### src/rtl/scsiDmaPkg.sv
////////////////////////////////////////////////////////////
// SCSI DMA shared definitions
////////////////////////////////////////////////////////////
`default_nettype none

package scsiDmaPkg;

    localparam int BYTE_W     = 8;           // SCSI data bus width
    localparam int LONG_W     = 32;          // FIFO word width
    localparam int FIFO_DEPTH = 8;           // Longwords held in the FIFO
    localparam int FIFO_AW    = 3;           // FIFO pointer width

    typedef logic [BYTE_W-1:0] byteT;        // One byte on the SCSI bus
    typedef logic [LONG_W-1:0] longT;        // One FIFO longword, byte 0 in bits 7..0

    // Transfer sequencer states
    typedef enum logic [2:0] {
        IDLE    = 3'd0,                      // Waiting for a DMA or host request
        DMA_RD  = 3'd1,                      // Byte from chip into FIFO
        DMA_WR  = 3'd2,                      // Byte from FIFO to chip
        DMA_END = 3'd3,                      // Recovery after a byte cycle
        CPU_RD  = 3'd4,                      // Host reads a chip register
        CPU_WR  = 3'd5,                      // Host writes a chip register
        CPU_END = 3'd6                       // Host cycle termination
    } scsiStateT;

endpackage

`default_nettype wire
### src/rtl/scsiDmaTop.sv
////////////////////////////////////////////////////////////
// SCSI DMA subsystem top
////////////////////////////////////////////////////////////
`default_nettype none
`timescale 1ns/1ns

module scsiDmaTop (
    input  logic               BCLK,          // System clock
    input  logic               CRESET_,       // Async reset, active low
    input  logic               dreq_i,        // Chip DMA request, active low
    output logic               dack_o,        // DMA acknowledge
    output logic               scsiCs_o,      // Chip select
    output logic               re_o,          // Chip read strobe
    output logic               we_o,          // Chip write strobe
    input  scsiDmaPkg::byteT   scsiData_i,    // Byte from chip
    output scsiDmaPkg::byteT   scsiData_o,    // Byte to chip
    input  logic               cpuReq_i,      // Host register request
    input  logic               rw_i,          // Host direction, 1 = read
    input  logic               as_i,          // Host address strobe
    output logic               ls2cpu_o,      // Host cycle termination
    input  logic               dmaDir_i,      // 1 = SCSI to FIFO
    input  logic               memWrStb_i,    // Memory side push
    input  scsiDmaPkg::longT   memWrData_i,   // Memory side write data
    input  logic               memRdStb_i,    // Memory side pop
    output scsiDmaPkg::longT   memRdData_o,   // Head longword
    output logic               fifoFull_o,    // FIFO full
    output logic               fifoEmpty_o    // FIFO empty
);

    logic incBo;
    logic incNi;
    logic incNo;
    logic s2f;
    logic f2s;
    logic boEq3;

    scsiSm scsiSm_i (
        .BCLK        (BCLK),
        .CRESET_     (CRESET_),
        .dreq_i      (dreq_i),
        .cpuReq_i    (cpuReq_i),
        .rw_i        (rw_i),
        .as_i        (as_i),
        .dmaDir_i    (dmaDir_i),
        .boEq3_i     (boEq3),
        .fifoFull_i  (fifoFull_o),
        .fifoEmpty_i (fifoEmpty_o),
        .dack_o      (dack_o),
        .re_o        (re_o),
        .we_o        (we_o),
        .scsiCs_o    (scsiCs_o),
        .ls2cpu_o    (ls2cpu_o),
        .incBo_o     (incBo),
        .incNi_o     (incNi),
        .incNo_o     (incNo),
        .s2f_o       (s2f),
        .f2s_o       (f2s)
    );

    dmaFifo dmaFifo_i (
        .BCLK        (BCLK),
        .CRESET_     (CRESET_),
        .incBo_i     (incBo),
        .incNi_i     (incNi),
        .incNo_i     (incNo),
        .s2f_i       (s2f),
        .f2s_i       (f2s),
        .scsiData_i  (scsiData_i),
        .memWrStb_i  (memWrStb_i),
        .memWrData_i (memWrData_i),
        .memRdStb_i  (memRdStb_i),
        .scsiData_o  (scsiData_o),
        .memRdData_o (memRdData_o),
        .boEq3_o     (boEq3),
        .fifoFull_o  (fifoFull_o),
        .fifoEmpty_o (fifoEmpty_o)
    );

endmodule

`default_nettype wire

### src/rtl/scsiSm.sv
////////////////////////////////////////////////////////////
// SCSI state machine wrapper
////////////////////////////////////////////////////////////
`default_nettype none
`timescale 1ns/1ns

module scsiSm (
    input  logic BCLK,              // System clock
    input  logic CRESET_,           // Async reset, active low
    input  logic dreq_i,            // Chip DMA request, active low
    input  logic cpuReq_i,          // Host register access request
    input  logic rw_i,              // Host direction, 1 = read
    input  logic as_i,              // Host address strobe, low = released
    input  logic dmaDir_i,          // 1 = SCSI to FIFO
    input  logic boEq3_i,           // Byte pointer at byte 3
    input  logic fifoFull_i,        // FIFO full flag
    input  logic fifoEmpty_i,       // FIFO empty flag
    output logic dack_o,            // DMA acknowledge to chip
    output logic re_o,              // Chip read strobe
    output logic we_o,              // Chip write strobe
    output logic scsiCs_o,          // Chip select
    output logic ls2cpu_o,          // Host cycle termination
    output logic incBo_o,           // Advance byte pointer
    output logic incNi_o,           // Commit packed longword
    output logic incNo_o,           // Free head longword
    output logic s2f_o,             // SCSI to FIFO path enable
    output logic f2s_o              // FIFO to SCSI path enable
);

    logic cDreq;                    // Synchronized DMA request, active low
    logic cCpuReq;                  // Synchronized host request
    logic cDsack;                   // Synchronized termination feedback
    logic fsmCpuReq;                // Host request as seen by the FSM

    logic cpu2s;
    logic dack;
    logic f2s;
    logic s2f;
    logic s2cpu;
    logic incBo;
    logic incNi;
    logic incNo;
    logic re;
    logic we;
    logic scsiCs;
    logic setDsack;

    // No new host cycle while the previous one is still terminating
    assign fsmCpuReq = cCpuReq & ~cDsack;

    scsiFsm scsiFsm_i (
        .BCLK        (BCLK),
        .CRESET_     (CRESET_),
        .boEq3_i     (boEq3_i),
        .cpuReq_i    (fsmCpuReq),
        .dreq_i      (cDreq),
        .dmaDir_i    (dmaDir_i),
        .fifoFull_i  (fifoFull_i),
        .fifoEmpty_i (fifoEmpty_i),
        .rw_i        (rw_i),
        .cpu2s_o     (cpu2s),
        .dack_o      (dack),
        .f2s_o       (f2s),
        .s2f_o       (s2f),
        .s2cpu_o     (s2cpu),
        .incBo_o     (incBo),
        .incNi_o     (incNi),
        .incNo_o     (incNo),
        .re_o        (re),
        .we_o        (we),
        .scsiCs_o    (scsiCs),
        .setDsack_o  (setDsack)
    );

    always_ff @(posedge BCLK or negedge CRESET_) begin
        if (!CRESET_) begin
            cDreq   <= 1'b1;                              // Request idle is high
            cCpuReq <= 1'b0;
            cDsack  <= 1'b0;
        end else begin
            cDreq   <= dreq_i;
            cCpuReq <= cpuReq_i;
            cDsack  <= ls2cpu_o;                          // Latch fed back one cycle late
        end
    end

    // Registered control outputs
    always_ff @(posedge BCLK or negedge CRESET_) begin
        if (!CRESET_) begin
            dack_o   <= 1'b0;
            re_o     <= 1'b0;
            we_o     <= 1'b0;
            scsiCs_o <= 1'b0;
            incBo_o  <= 1'b0;
            incNi_o  <= 1'b0;
            incNo_o  <= 1'b0;
            s2f_o    <= 1'b0;
            f2s_o    <= 1'b0;
        end else begin
            dack_o   <= dack;
            re_o     <= re | s2cpu;                       // DMA byte or register read
            we_o     <= we | cpu2s;                       // DMA byte or register write
            scsiCs_o <= scsiCs;
            incBo_o  <= incBo;
            incNi_o  <= incNi;
            incNo_o  <= incNo;
            s2f_o    <= s2f;
            f2s_o    <= f2s;
        end
    end

    // Termination latch, set by the FSM and held until the strobe drops
    always_ff @(posedge BCLK or negedge CRESET_) begin
        if (!CRESET_) begin
            ls2cpu_o <= 1'b0;
        end else if (setDsack) begin
            ls2cpu_o <= 1'b1;
        end else if (!as_i) begin
            ls2cpu_o <= 1'b0;
        end
    end

endmodule

`default_nettype wire

### src/rtl/scsiFsm.sv
////////////////////////////////////////////////////////////
// SCSI transfer state machine
////////////////////////////////////////////////////////////
`default_nettype none
`timescale 1ns/1ns

module scsiFsm (
    input  logic BCLK,              // System clock
    input  logic CRESET_,           // Async reset, active low
    input  logic boEq3_i,           // Byte pointer at byte 3
    input  logic cpuReq_i,          // Synchronized host request, blocked while terminating
    input  logic dreq_i,            // Synchronized chip DMA request, active low
    input  logic dmaDir_i,          // 1 = SCSI to FIFO
    input  logic fifoFull_i,        // FIFO has no free longword
    input  logic fifoEmpty_i,       // FIFO has no longword
    input  logic rw_i,              // Host direction, 1 = read
    output logic cpu2s_o,           // Host to chip register write
    output logic dack_o,            // DMA acknowledge to chip
    output logic f2s_o,             // FIFO to SCSI path enable
    output logic s2f_o,             // SCSI to FIFO path enable
    output logic s2cpu_o,           // Chip to host register read
    output logic incBo_o,           // Advance byte pointer
    output logic incNi_o,           // Commit packed longword
    output logic incNo_o,           // Free head longword
    output logic re_o,              // Chip read strobe for a DMA byte
    output logic we_o,              // Chip write strobe for a DMA byte
    output logic scsiCs_o,          // Chip select for register access
    output logic setDsack_o         // Set host termination latch
);
    import scsiDmaPkg::*;

    scsiStateT state;               // Current state
    scsiStateT nextState;
    logic      endHold;             // Second cycle of an END state
    logic      nextHold;
    logic      dmaGo;               // A byte cycle may start

    // Chip requests and FIFO has room or data for the chosen direction
    assign dmaGo = ~dreq_i & (dmaDir_i ? ~fifoFull_i : ~fifoEmpty_i);

    always_ff @(posedge BCLK or negedge CRESET_) begin
        if (!CRESET_) begin
            state   <= IDLE;
            endHold <= 1'b0;
        end else begin
            state   <= nextState;
            endHold <= nextHold;
        end
    end

    always_comb begin
        nextState = state;
        nextHold  = 1'b0;
        case (state)
            IDLE: begin
                if (dmaGo) begin                          // DMA wins when both ask
                    nextState = dmaDir_i ? DMA_RD : DMA_WR;
                end else if (cpuReq_i) begin
                    nextState = rw_i ? CPU_RD : CPU_WR;
                end
            end
            DMA_RD, DMA_WR: nextState = DMA_END;
            CPU_RD, CPU_WR: nextState = CPU_END;
            DMA_END, CPU_END: begin
                // Two cycles here let the request and flags settle
                nextHold = ~endHold;
                if (endHold) begin
                    nextState = IDLE;
                end
            end
            default: nextState = IDLE;
        endcase
    end

    // Outputs decoded from state, registered in the wrapper
    always_comb begin
        dack_o     = 1'b0;
        re_o       = 1'b0;
        we_o       = 1'b0;
        s2f_o      = 1'b0;
        f2s_o      = 1'b0;
        incBo_o    = 1'b0;
        incNi_o    = 1'b0;
        incNo_o    = 1'b0;
        scsiCs_o   = 1'b0;
        s2cpu_o    = 1'b0;
        cpu2s_o    = 1'b0;
        setDsack_o = 1'b0;
        case (state)
            DMA_RD: begin
                dack_o  = 1'b1;
                re_o    = 1'b1;
                s2f_o   = 1'b1;
                incBo_o = 1'b1;
                incNi_o = boEq3_i;                        // Last byte of the longword
            end
            DMA_WR: begin
                dack_o  = 1'b1;
                we_o    = 1'b1;
                f2s_o   = 1'b1;
                incBo_o = 1'b1;
                incNo_o = boEq3_i;                        // Head longword fully sent
            end
            CPU_RD: begin
                scsiCs_o = 1'b1;
                s2cpu_o  = 1'b1;
            end
            CPU_WR: begin
                scsiCs_o = 1'b1;
                cpu2s_o  = 1'b1;
            end
            CPU_END: setDsack_o = ~endHold;               // One pulse per host cycle
            default: ;
        endcase
    end

endmodule

`default_nettype wire

### src/rtl/dmaFifo.sv
////////////////////////////////////////////////////////////
// Longword FIFO with byte packing
////////////////////////////////////////////////////////////
`default_nettype none
`timescale 1ns/1ns

module dmaFifo (
    input  logic               BCLK,          // System clock
    input  logic               CRESET_,       // Async reset, active low
    input  logic               incBo_i,       // Advance byte pointer
    input  logic               incNi_i,       // Commit packed longword
    input  logic               incNo_i,       // Free head longword
    input  logic               s2f_i,         // SCSI to FIFO byte cycle
    input  logic               f2s_i,         // FIFO to SCSI byte cycle
    input  scsiDmaPkg::byteT   scsiData_i,    // Byte from chip
    input  logic               memWrStb_i,    // Push one longword
    input  scsiDmaPkg::longT   memWrData_i,   // Longword to push
    input  logic               memRdStb_i,    // Pop one longword
    output scsiDmaPkg::byteT   scsiData_o,    // Byte to chip
    output scsiDmaPkg::longT   memRdData_o,   // Head longword
    output logic               boEq3_o,       // Byte pointer at byte 3
    output logic               fifoFull_o,    // No free longword
    output logic               fifoEmpty_o    // No longword held
);
    import scsiDmaPkg::*;

    longT               mem [FIFO_DEPTH];    // Longword storage
    longT               stage;               // Inbound bytes being packed
    longT               packWord;            // Stage with the current byte merged
    logic [FIFO_AW-1:0] nextIn;              // Write pointer
    logic [FIFO_AW-1:0] nextOut;             // Read pointer
    logic [FIFO_AW:0]   count;               // Longwords held
    logic [1:0]         bytePtr;             // Byte within the longword
    logic               capture;             // Inbound byte taken this cycle
    logic               commit;              // Packed longword pushed
    logic               push;
    logic               pop;

    assign fifoFull_o  = (count == (FIFO_AW+1)'(FIFO_DEPTH));
    assign fifoEmpty_o = (count == '0);
    assign boEq3_o     = (bytePtr == 2'd3);
    assign memRdData_o = mem[nextOut];       // Valid ahead of the pop strobe

    // Outbound byte picked from the head longword, little-endian
    assign scsiData_o = f2s_i ? memRdData_o[bytePtr*BYTE_W +: BYTE_W] : '0;

    assign capture = incBo_i & s2f_i;
    assign commit  = incNi_i & s2f_i;
    assign push    = (commit | memWrStb_i) & ~fifoFull_o;             // Dropped when full
    assign pop     = ((incNo_i & f2s_i) | memRdStb_i) & ~fifoEmpty_o;  // Dropped when empty

    always_comb begin
        packWord = stage;
        packWord[bytePtr*BYTE_W +: BYTE_W] = scsiData_i;
    end

    // Longword storage and inbound staging
    always_ff @(posedge BCLK) begin
        if (capture) begin
            stage <= packWord;
        end
        if (push) begin
            mem[nextIn] <= commit ? packWord : memWrData_i;   // Byte path wins
        end
    end

    always_ff @(posedge BCLK or negedge CRESET_) begin
        if (!CRESET_) begin
            nextIn  <= '0;
            nextOut <= '0;
            count   <= '0;
            bytePtr <= '0;
        end else begin
            if (incBo_i) begin
                bytePtr <= bytePtr + 2'd1;            // Wraps after byte 3
            end
            if (push) begin
                nextIn <= nextIn + 1'b1;
            end
            if (pop) begin
                nextOut <= nextOut + 1'b1;
            end
            case ({push, pop})
                2'b10:   count <= count + 1'b1;
                2'b01:   count <= count - 1'b1;
                default: count <= count;              // Both or neither
            endcase
        end
    end

endmodule

`default_nettype wire

### config.mk
export PLATFORM = sky130hd
export DESIGN_NAME = scsiDmaTop
export DESIGN_NICKNAME = d
export VERILOG_FILES = /design/src/rtl/scsiDmaPkg.sv /design/src/rtl/scsiDmaTop.sv /design/src/rtl/scsiSm.sv /design/src/rtl/scsiFsm.sv /design/src/rtl/dmaFifo.sv
export SDC_FILE = /design/constraint.sdc
export NUM_CORES = 1
export LEC_CHECK = 0
export BUFFER_PORTS_ARGS = -buffer_cell sky130_fd_sc_hd__buf_4
export CORE_UTILIZATION = 40
export DETAILED_ROUTE_END_ITERATION = 8
export GPL_TIMING_DRIVEN = 0
export HOLD_SLACK_MARGIN = 0.03
export PLACE_DENSITY_LB_ADDON = 0.12
export SYNTH_ARGS = -nofsm -noshare
export SYNTH_HDL_FRONTEND = slang
export SYNTH_SLANG_ARGS = --single-unit
export TNS_END_PERCENT = 30
### constraint.sdc
create_clock -name BCLK -period 9.3 [get_ports BCLK]
set_input_delay 1.86 -clock BCLK [delete_from_list [all_inputs] [get_ports BCLK]]
set_output_delay 1.86 -clock BCLK [all_outputs]
set_load 0.005 [all_outputs]
# After elaboration in Yosys (flattened, before gate mapping)
# Memory sizes are Yosys's and may differ from the RTL's.
# Index checks and enable logic that the tools add are counted.
# totals
regBits	60
n_memories	1
word_cells	90
mem_bits_rw	256
# memory_table
memory	depth	word_bits	read_ports	rd_ports_with_merged_regs	write_ports	line	rtl
dmaFifo_i.mem	8	32	1	0	1	dmaFifo.sv:27	longT mem [FIFO_DEPTH];
# op_classes
bitwise_logic	16
n_reduce_logical	7
add_sub_neg	6
n_mux	25
shift	3
eq_ne	13
# ops
cell	count
negator 5 -> 34 bit	1
variable shift 8 x 34 -> 32 bit (first input constant)	1
indexed part select 8 x 34 -> 32 bit	1
bitwise mux 32 bit	1
two-way mux 32 bit	1
indexed part select 32 x 6 -> 8 bit	1
two-way mux 1 bit	16
one-hot mux 3 bit (4 select lines)	1
equality test 3 bit (second input constant)	3
two-way mux 3 bit	3
two-way mux 8 bit	1
one-hot mux 4 bit (2 select lines)	1
AND 1 bit	7
adder 3 x 1 -> 3 bit (second input constant)	2
equality test 3 x 2 -> 1 bit (second input constant)	2
OR reduction 2 bit	3
inverter 1 bit	5
adder 4 x 1 -> 4 bit (second input constant)	1
equality test 2 bit (second input constant)	2
equality test 4 bit (second input constant)	1
zero test 4 bit	1
OR 1 bit	4
subtractor 4 x 1 -> 4 bit (second input constant)	1
equality test 3 x 1 -> 1 bit (second input constant)	1
9 further kinds	9

# Depth between registers and ports, before layout
# depth
ltp_word	6
ltp_mapped	12
depth_no_buf	11

# Cells and area by module
# From an unflattened synthesis, not the netlist that was laid out.
# hier_totals
hier_cells	792
area_unflattened_um2	13195.2
# by_module_without_submodules
mod	area_each_um2	n_inst	seq_area_each_um2	cells_each
dmaFifo	12549.5	1	8948.6	740
scsiSm	352.8	1	326.6	17
scsiFsm	292.8	1	100.1	35

# Worst setup path before layout
# OpenSTA, ideal clock, no wires.
# synth_timing
kind	input port to flip-flop
startpoint	in memWrStb_i
endpoint	mem dmaFifo_i.mem[0][0] (netlist name) (enable)
setup_time_ns	0.502
required_time_ns	8.798
path_stages	4
slack_ns	3.390
t_arrival_ns	5.409
cell_sequence	nor2_1 nor2_1 clkinv_1 nor4_1
# synth_between
elab_chain_len	4
# synth_rtl
element	line	rtl
from (decl)	scsiDmaTop.sv:22	input logic memWrStb_i,
OR 1 bit	dmaFifo.sv:49	assign push = (commit | memWrStb_i) & ~fifoFull_o;
AND 1 bit	dmaFifo.sv:49	
two-way mux 1 bit	dmaFifo.sv:62	if (push) begin
two-way mux 1 bit	dmaFifo.sv:63	mem[nextIn] <= commit ? packWord : memWrData_i;
to (decl)	dmaFifo.sv:27	
# No other way between the ends.

# Final worst setup path
# layout_timing
startpoint	reg dmaFifo_i.nextOut[0]
endpoint	out scsiData_o[6]
# layout_between
elab_chain_len	3
# layout_rtl
element	line	rtl
from (decl)	dmaFifo.sv:31	logic [FIFO_AW-1:0] nextOut;
from (signal assigned)	dmaFifo.sv:81	nextOut <= nextOut + 1'b1;
memory read (8 x 32 bit)	n/a	
indexed part select 32 x 6 -> 8 bit	dmaFifo.sv:45	assign scsiData_o = f2s_i ? memRdData_o[bytePtr*BYTE_W +: BYTE_W] : '0;
two-way mux 8 bit	dmaFifo.sv:45	
to (decl)	scsiDmaTop.sv:16	output scsiDmaPkg::byteT scsiData_o,
# No other way between the ends.

==> results.sh <==
export IMPL_outcome="completed"
export IMPL_ff2ff_path_depth=7
export IMPL_start_kind="flip-flop"
export IMPL_pin_count=96
export IMPL_critical_path_buf_inv_count=5
export IMPL_worst_pin_slew_ps=1260
export IMPL_hold_depth=0
export IMPL_placeableCoreArea_um2=31900
export IMPL_synth_top_family_by_area="multiplexers"
export IMPL_syn2layout_area_growth_pct=20.5
export IMPL_vias=7265
export IMPL_grt_pass1_wl_um=48200
export IMPL_drc=0
export IMPL_crit_chain="buf_2 > buf_2 > buf_2 > buf_2 > nor2_1 > a221oi_1 > mux2i_1 > o22ai_1 > buf_4"
export IMPL_synth_main_ff_cell="edfxtp_1"
export IMPL_std_cell_rows=65
export IMPL_hold_viol=0
export IMPL_cts_resized=0
export IMPL_portBuffers=95
export IMPL_layout_drive_gt1_share_pct=29.6
export IMPL_yosysWarnings=0
export IMPL_postCtsSetupRepairBufs=0
export IMPL_layout_setup_ws_ps=4000
export IMPL_rsz0062_at_grt="no"
export IMPL_worstHoldStart="scsiSm_i.ls2cpu_o"
export IMPL_r2r_start="dmaFifo_i.bytePtr[1]"
export IMPL_stdcell_count=1384
export IMPL_die_area_um2=33500
export IMPL_ff2ff_setup_slack_ps=5940
export IMPL_stdcell_area_um2=15800
export IMPL_period_needed_ps=5300
export IMPL_synth_area_per_cell_um2=17.1
export IMPL_hpwl_um=22400
export IMPL_cts_tree="yes"
export IMPL_cts_hold_fix_buffers=0
export IMPL_drt_iter0_drc=559
export IMPL_rr_endpoint="dmaFifo_i.mem[7][9]"
export IMPL_yosys_area_share_simple_pct=4.40
export IMPL_dp_cells=1320
export IMPL_syn_instance_count=766
export IMPL_gpl_final_weighted_congestion=0.795
export IMPL_synth_fa_ha_area_share_pct=0.955
export IMPL_numCtsBuffers=36
export IMPL_slew_headroom_pct=15.6
export IMPL_p_leak_nw=5.69
export IMPL_root_buffer="clkbuf_16"
export IMPL_maxSlewViolCount=0
export IMPL_maxCapViolCount=0
export IMPL_powerDensity_nw_per_um2=326
export IMPL_synth_xor_area_share_pct=0.803
export IMPL_ant_nets=0
export IMPL_required_ps=7440
export IMPL_yosysUniqueCellTypes=38
export IMPL_vias_per_cell=5.25
export IMPL_critical_path_max_fanout=11
export IMPL_worstSkewPairLatency_ps=510
export IMPL_first_pass_iters=5
export IMPL_cpPeakStageDelay_ps=450
export IMPL_hp_class="reg -> reg"
export IMPL_postLayoutCoreUtil_pct=49.5
export IMPL_synthArstFlopShare_pct=8.86
export IMPL_cts_sink_count=316
export IMPL_synthTopCellsByCount="edfxtp_1 (288), mux2i_1 (61), nand2_1 (57)"
export IMPL_cp_slowest_cell="buf_2"
export IMPL_fin_skew_ps=8.56
export IMPL_synth_edff_count=288
export IMPL_first_global_vias=7406
export IMPL_nets=982
export IMPL_routed_wl_um=32500
export IMPL_fin_crit_sh_pct=57.0
export IMPL_clockBufferDepth=3
export IMPL_synth_cell_area_um2=13100
export IMPL_fp_dieH_um=183
export IMPL_critPathKind="reg -> out"
export IMPL_clk_pin_slew_ps=60
export IMPL_die_w_um=183
export IMPL_critical_path_arrival_ps=3440
export IMPL_finalSetupTns_ps=0
export IMPL_synth_compound_area_share_pct=4.13
export IMPL_gr_usage_all_layers_pct=20.1
export IMPL_synth_mux_area_share_pct=15.8
export IMPL_synth_seq_area_share_pct=71.4
export IMPL_synth_top_area_share_pct=66.0
export IMPL_synth_top_cells_by_area="edfxtp_1 (66%), mux4_2 (6.5%), dfrtp_1 (5.2%)"
export IMPL_grt_max_degree=33
export IMPL_whs_endpoint="scsiSm_i.cDsack"
export IMPL_synth_seq_cells=316
export IMPL_yosys_area_top_type="edfxtp_1"
export IMPL_yosysMostFrequentCell="edfxtp_1"
export IMPL_ir_worst_vdd_mv=0.128
export IMPL_synth_fp_nets=825
export IMPL_setup_viol=0
export IMPL_cp_top_family="buffers and inverters"
export IMPL_dpl_instance_area_um2=14700
export IMPL_overflow=0
export IMPL_cp_common_cell="buf_2"
export IMPL_cts_max_level=2
export IMPL_fmax_mhz=189
export IMPL_endpoint_kind="primary output"
export IMPL_grt_antenna_before_repair=0
export IMPL_wl_per_cell_um=23.5
export IMPL_initial_core_util_pct=41.1
export IMPL_place_ws_ps=4430
where the power goes:
group / total (mW) / switching, mW / internal, mW / leakage [nW]
combinational: 1.87 / 1.05 / 0.817 / 2.19
sequential: 1.95 / 0.0857 / 1.87 / 2.97
clock: 1.32 / 0.538 / 0.785 / 0.533
total: 5.14 / 1.68 / 3.47 / 5.69
cells in the final DEF, fill, tap and decap left out, types with 3 or more instances in the layout:
cell / netlist / final
dfrtp_1: 27 / 27
nor3_2: 0 / 4
mux2_2: 46 / 46
clkinv_1: 2 / 6
mux2i_1: 61 / 61
ha_1: 10 / 10
nor2_1: 16 / 13
xor2_1: 5 / 5
clkbuf_1: 16 / 29
clkinv_2: 0 / 7
a21oi_1: 7 / 7
buf_4: 6 / 107
nand2_1: 57 / 57
mux4_1: 3 / 3
xnor2_1: 7 / 7
mux4_2: 38 / 38
a221oi_1: 16 / 16
nor2b_1: 13 / 13
nand2b_1: 9 / 9
edfxtp_1: 288 / 288
o21ai_0: 39 / 39
o22ai_1: 8 / 8
inv_1: 37 / 37
and2_1: 7 / 6
buf_6: 3 / 16
a22o_1: 9 / 9
nor2_4: 0 / 3
nor3_1: 11 / 7
buf_2: 10 / 10
clkbuf_16: 0 / 37
routing by layer:
layer	up-vias	GRT usage, %	share of wire, %
met4	0	5.37	1.8
li1	3285	-	-
met2	204	31.6	47
met3	42	3.40	5.3
met5	-	0	0
met1	3734	29.0	46
per-stage QoR:
step	total power [mW]	hold slack (ps)
final	5.14	414
after detailed placement	3.88	403
after global placement	3.83	399
after floorplan	3.06	396
after CTS	5.20	423
after global routing	5.41	429
cell type report:
cell class,count,area [µm²]
fillers,2760,16100
flip-flops and latches,316,9350
multi-input cells,376,3460
repair buffers,119,1000
clock buffers,50,975
well taps,435,544
plain buffers,35,189
inverters,39,146
clock inverters,13,110
diodes,1,2.50
flip-flops by register name, indices dropped and copies added, names as in the netlist, 2 cells and up:
name                      cells
dmaFifo_i.nextIn              3
scsiSm_i.scsiFsm_i.state      3
dmaFifo_i.bytePtr             2
dmaFifo_i.stage              32
dmaFifo_i.count               4
dmaFifo_i.mem               256
dmaFifo_i.nextOut             3
how the worst max path moves through the flow:
stage | to | start | cells past startpoint
floorplan | dmaFifo_i.mem[0][0] | memWrStb_i | 4
global placement | dmaFifo_i.mem[0][12] | memWrStb_i | 5
detailed placement | scsiData_o[6] | dmaFifo_i.nextOut[0] | 9
CTS | scsiData_o[6] | dmaFifo_i.nextOut[0] | 9
global route | scsiData_o[6] | dmaFifo_i.nextOut[0] | 9
finish | scsiData_o[6] | dmaFifo_i.nextOut[0] | 9
logic make-up (layout without fill, tap and decap cells):
kind of cell | count (synthesis) | in the layout
adder cells (fa/ha/maj) | 10 | 10
AND/OR/NAND/NOR | 122 | 122
XOR/XNOR | 12 | 12
other | 0 | 1
buffers and inverters | 74 | 256
multiplexers | 148 | 148
flip-flops | 316 | 316
AO/OA/AOI/OAI | 84 | 84
No activity file was read; power rests on OpenSTA's default activity.
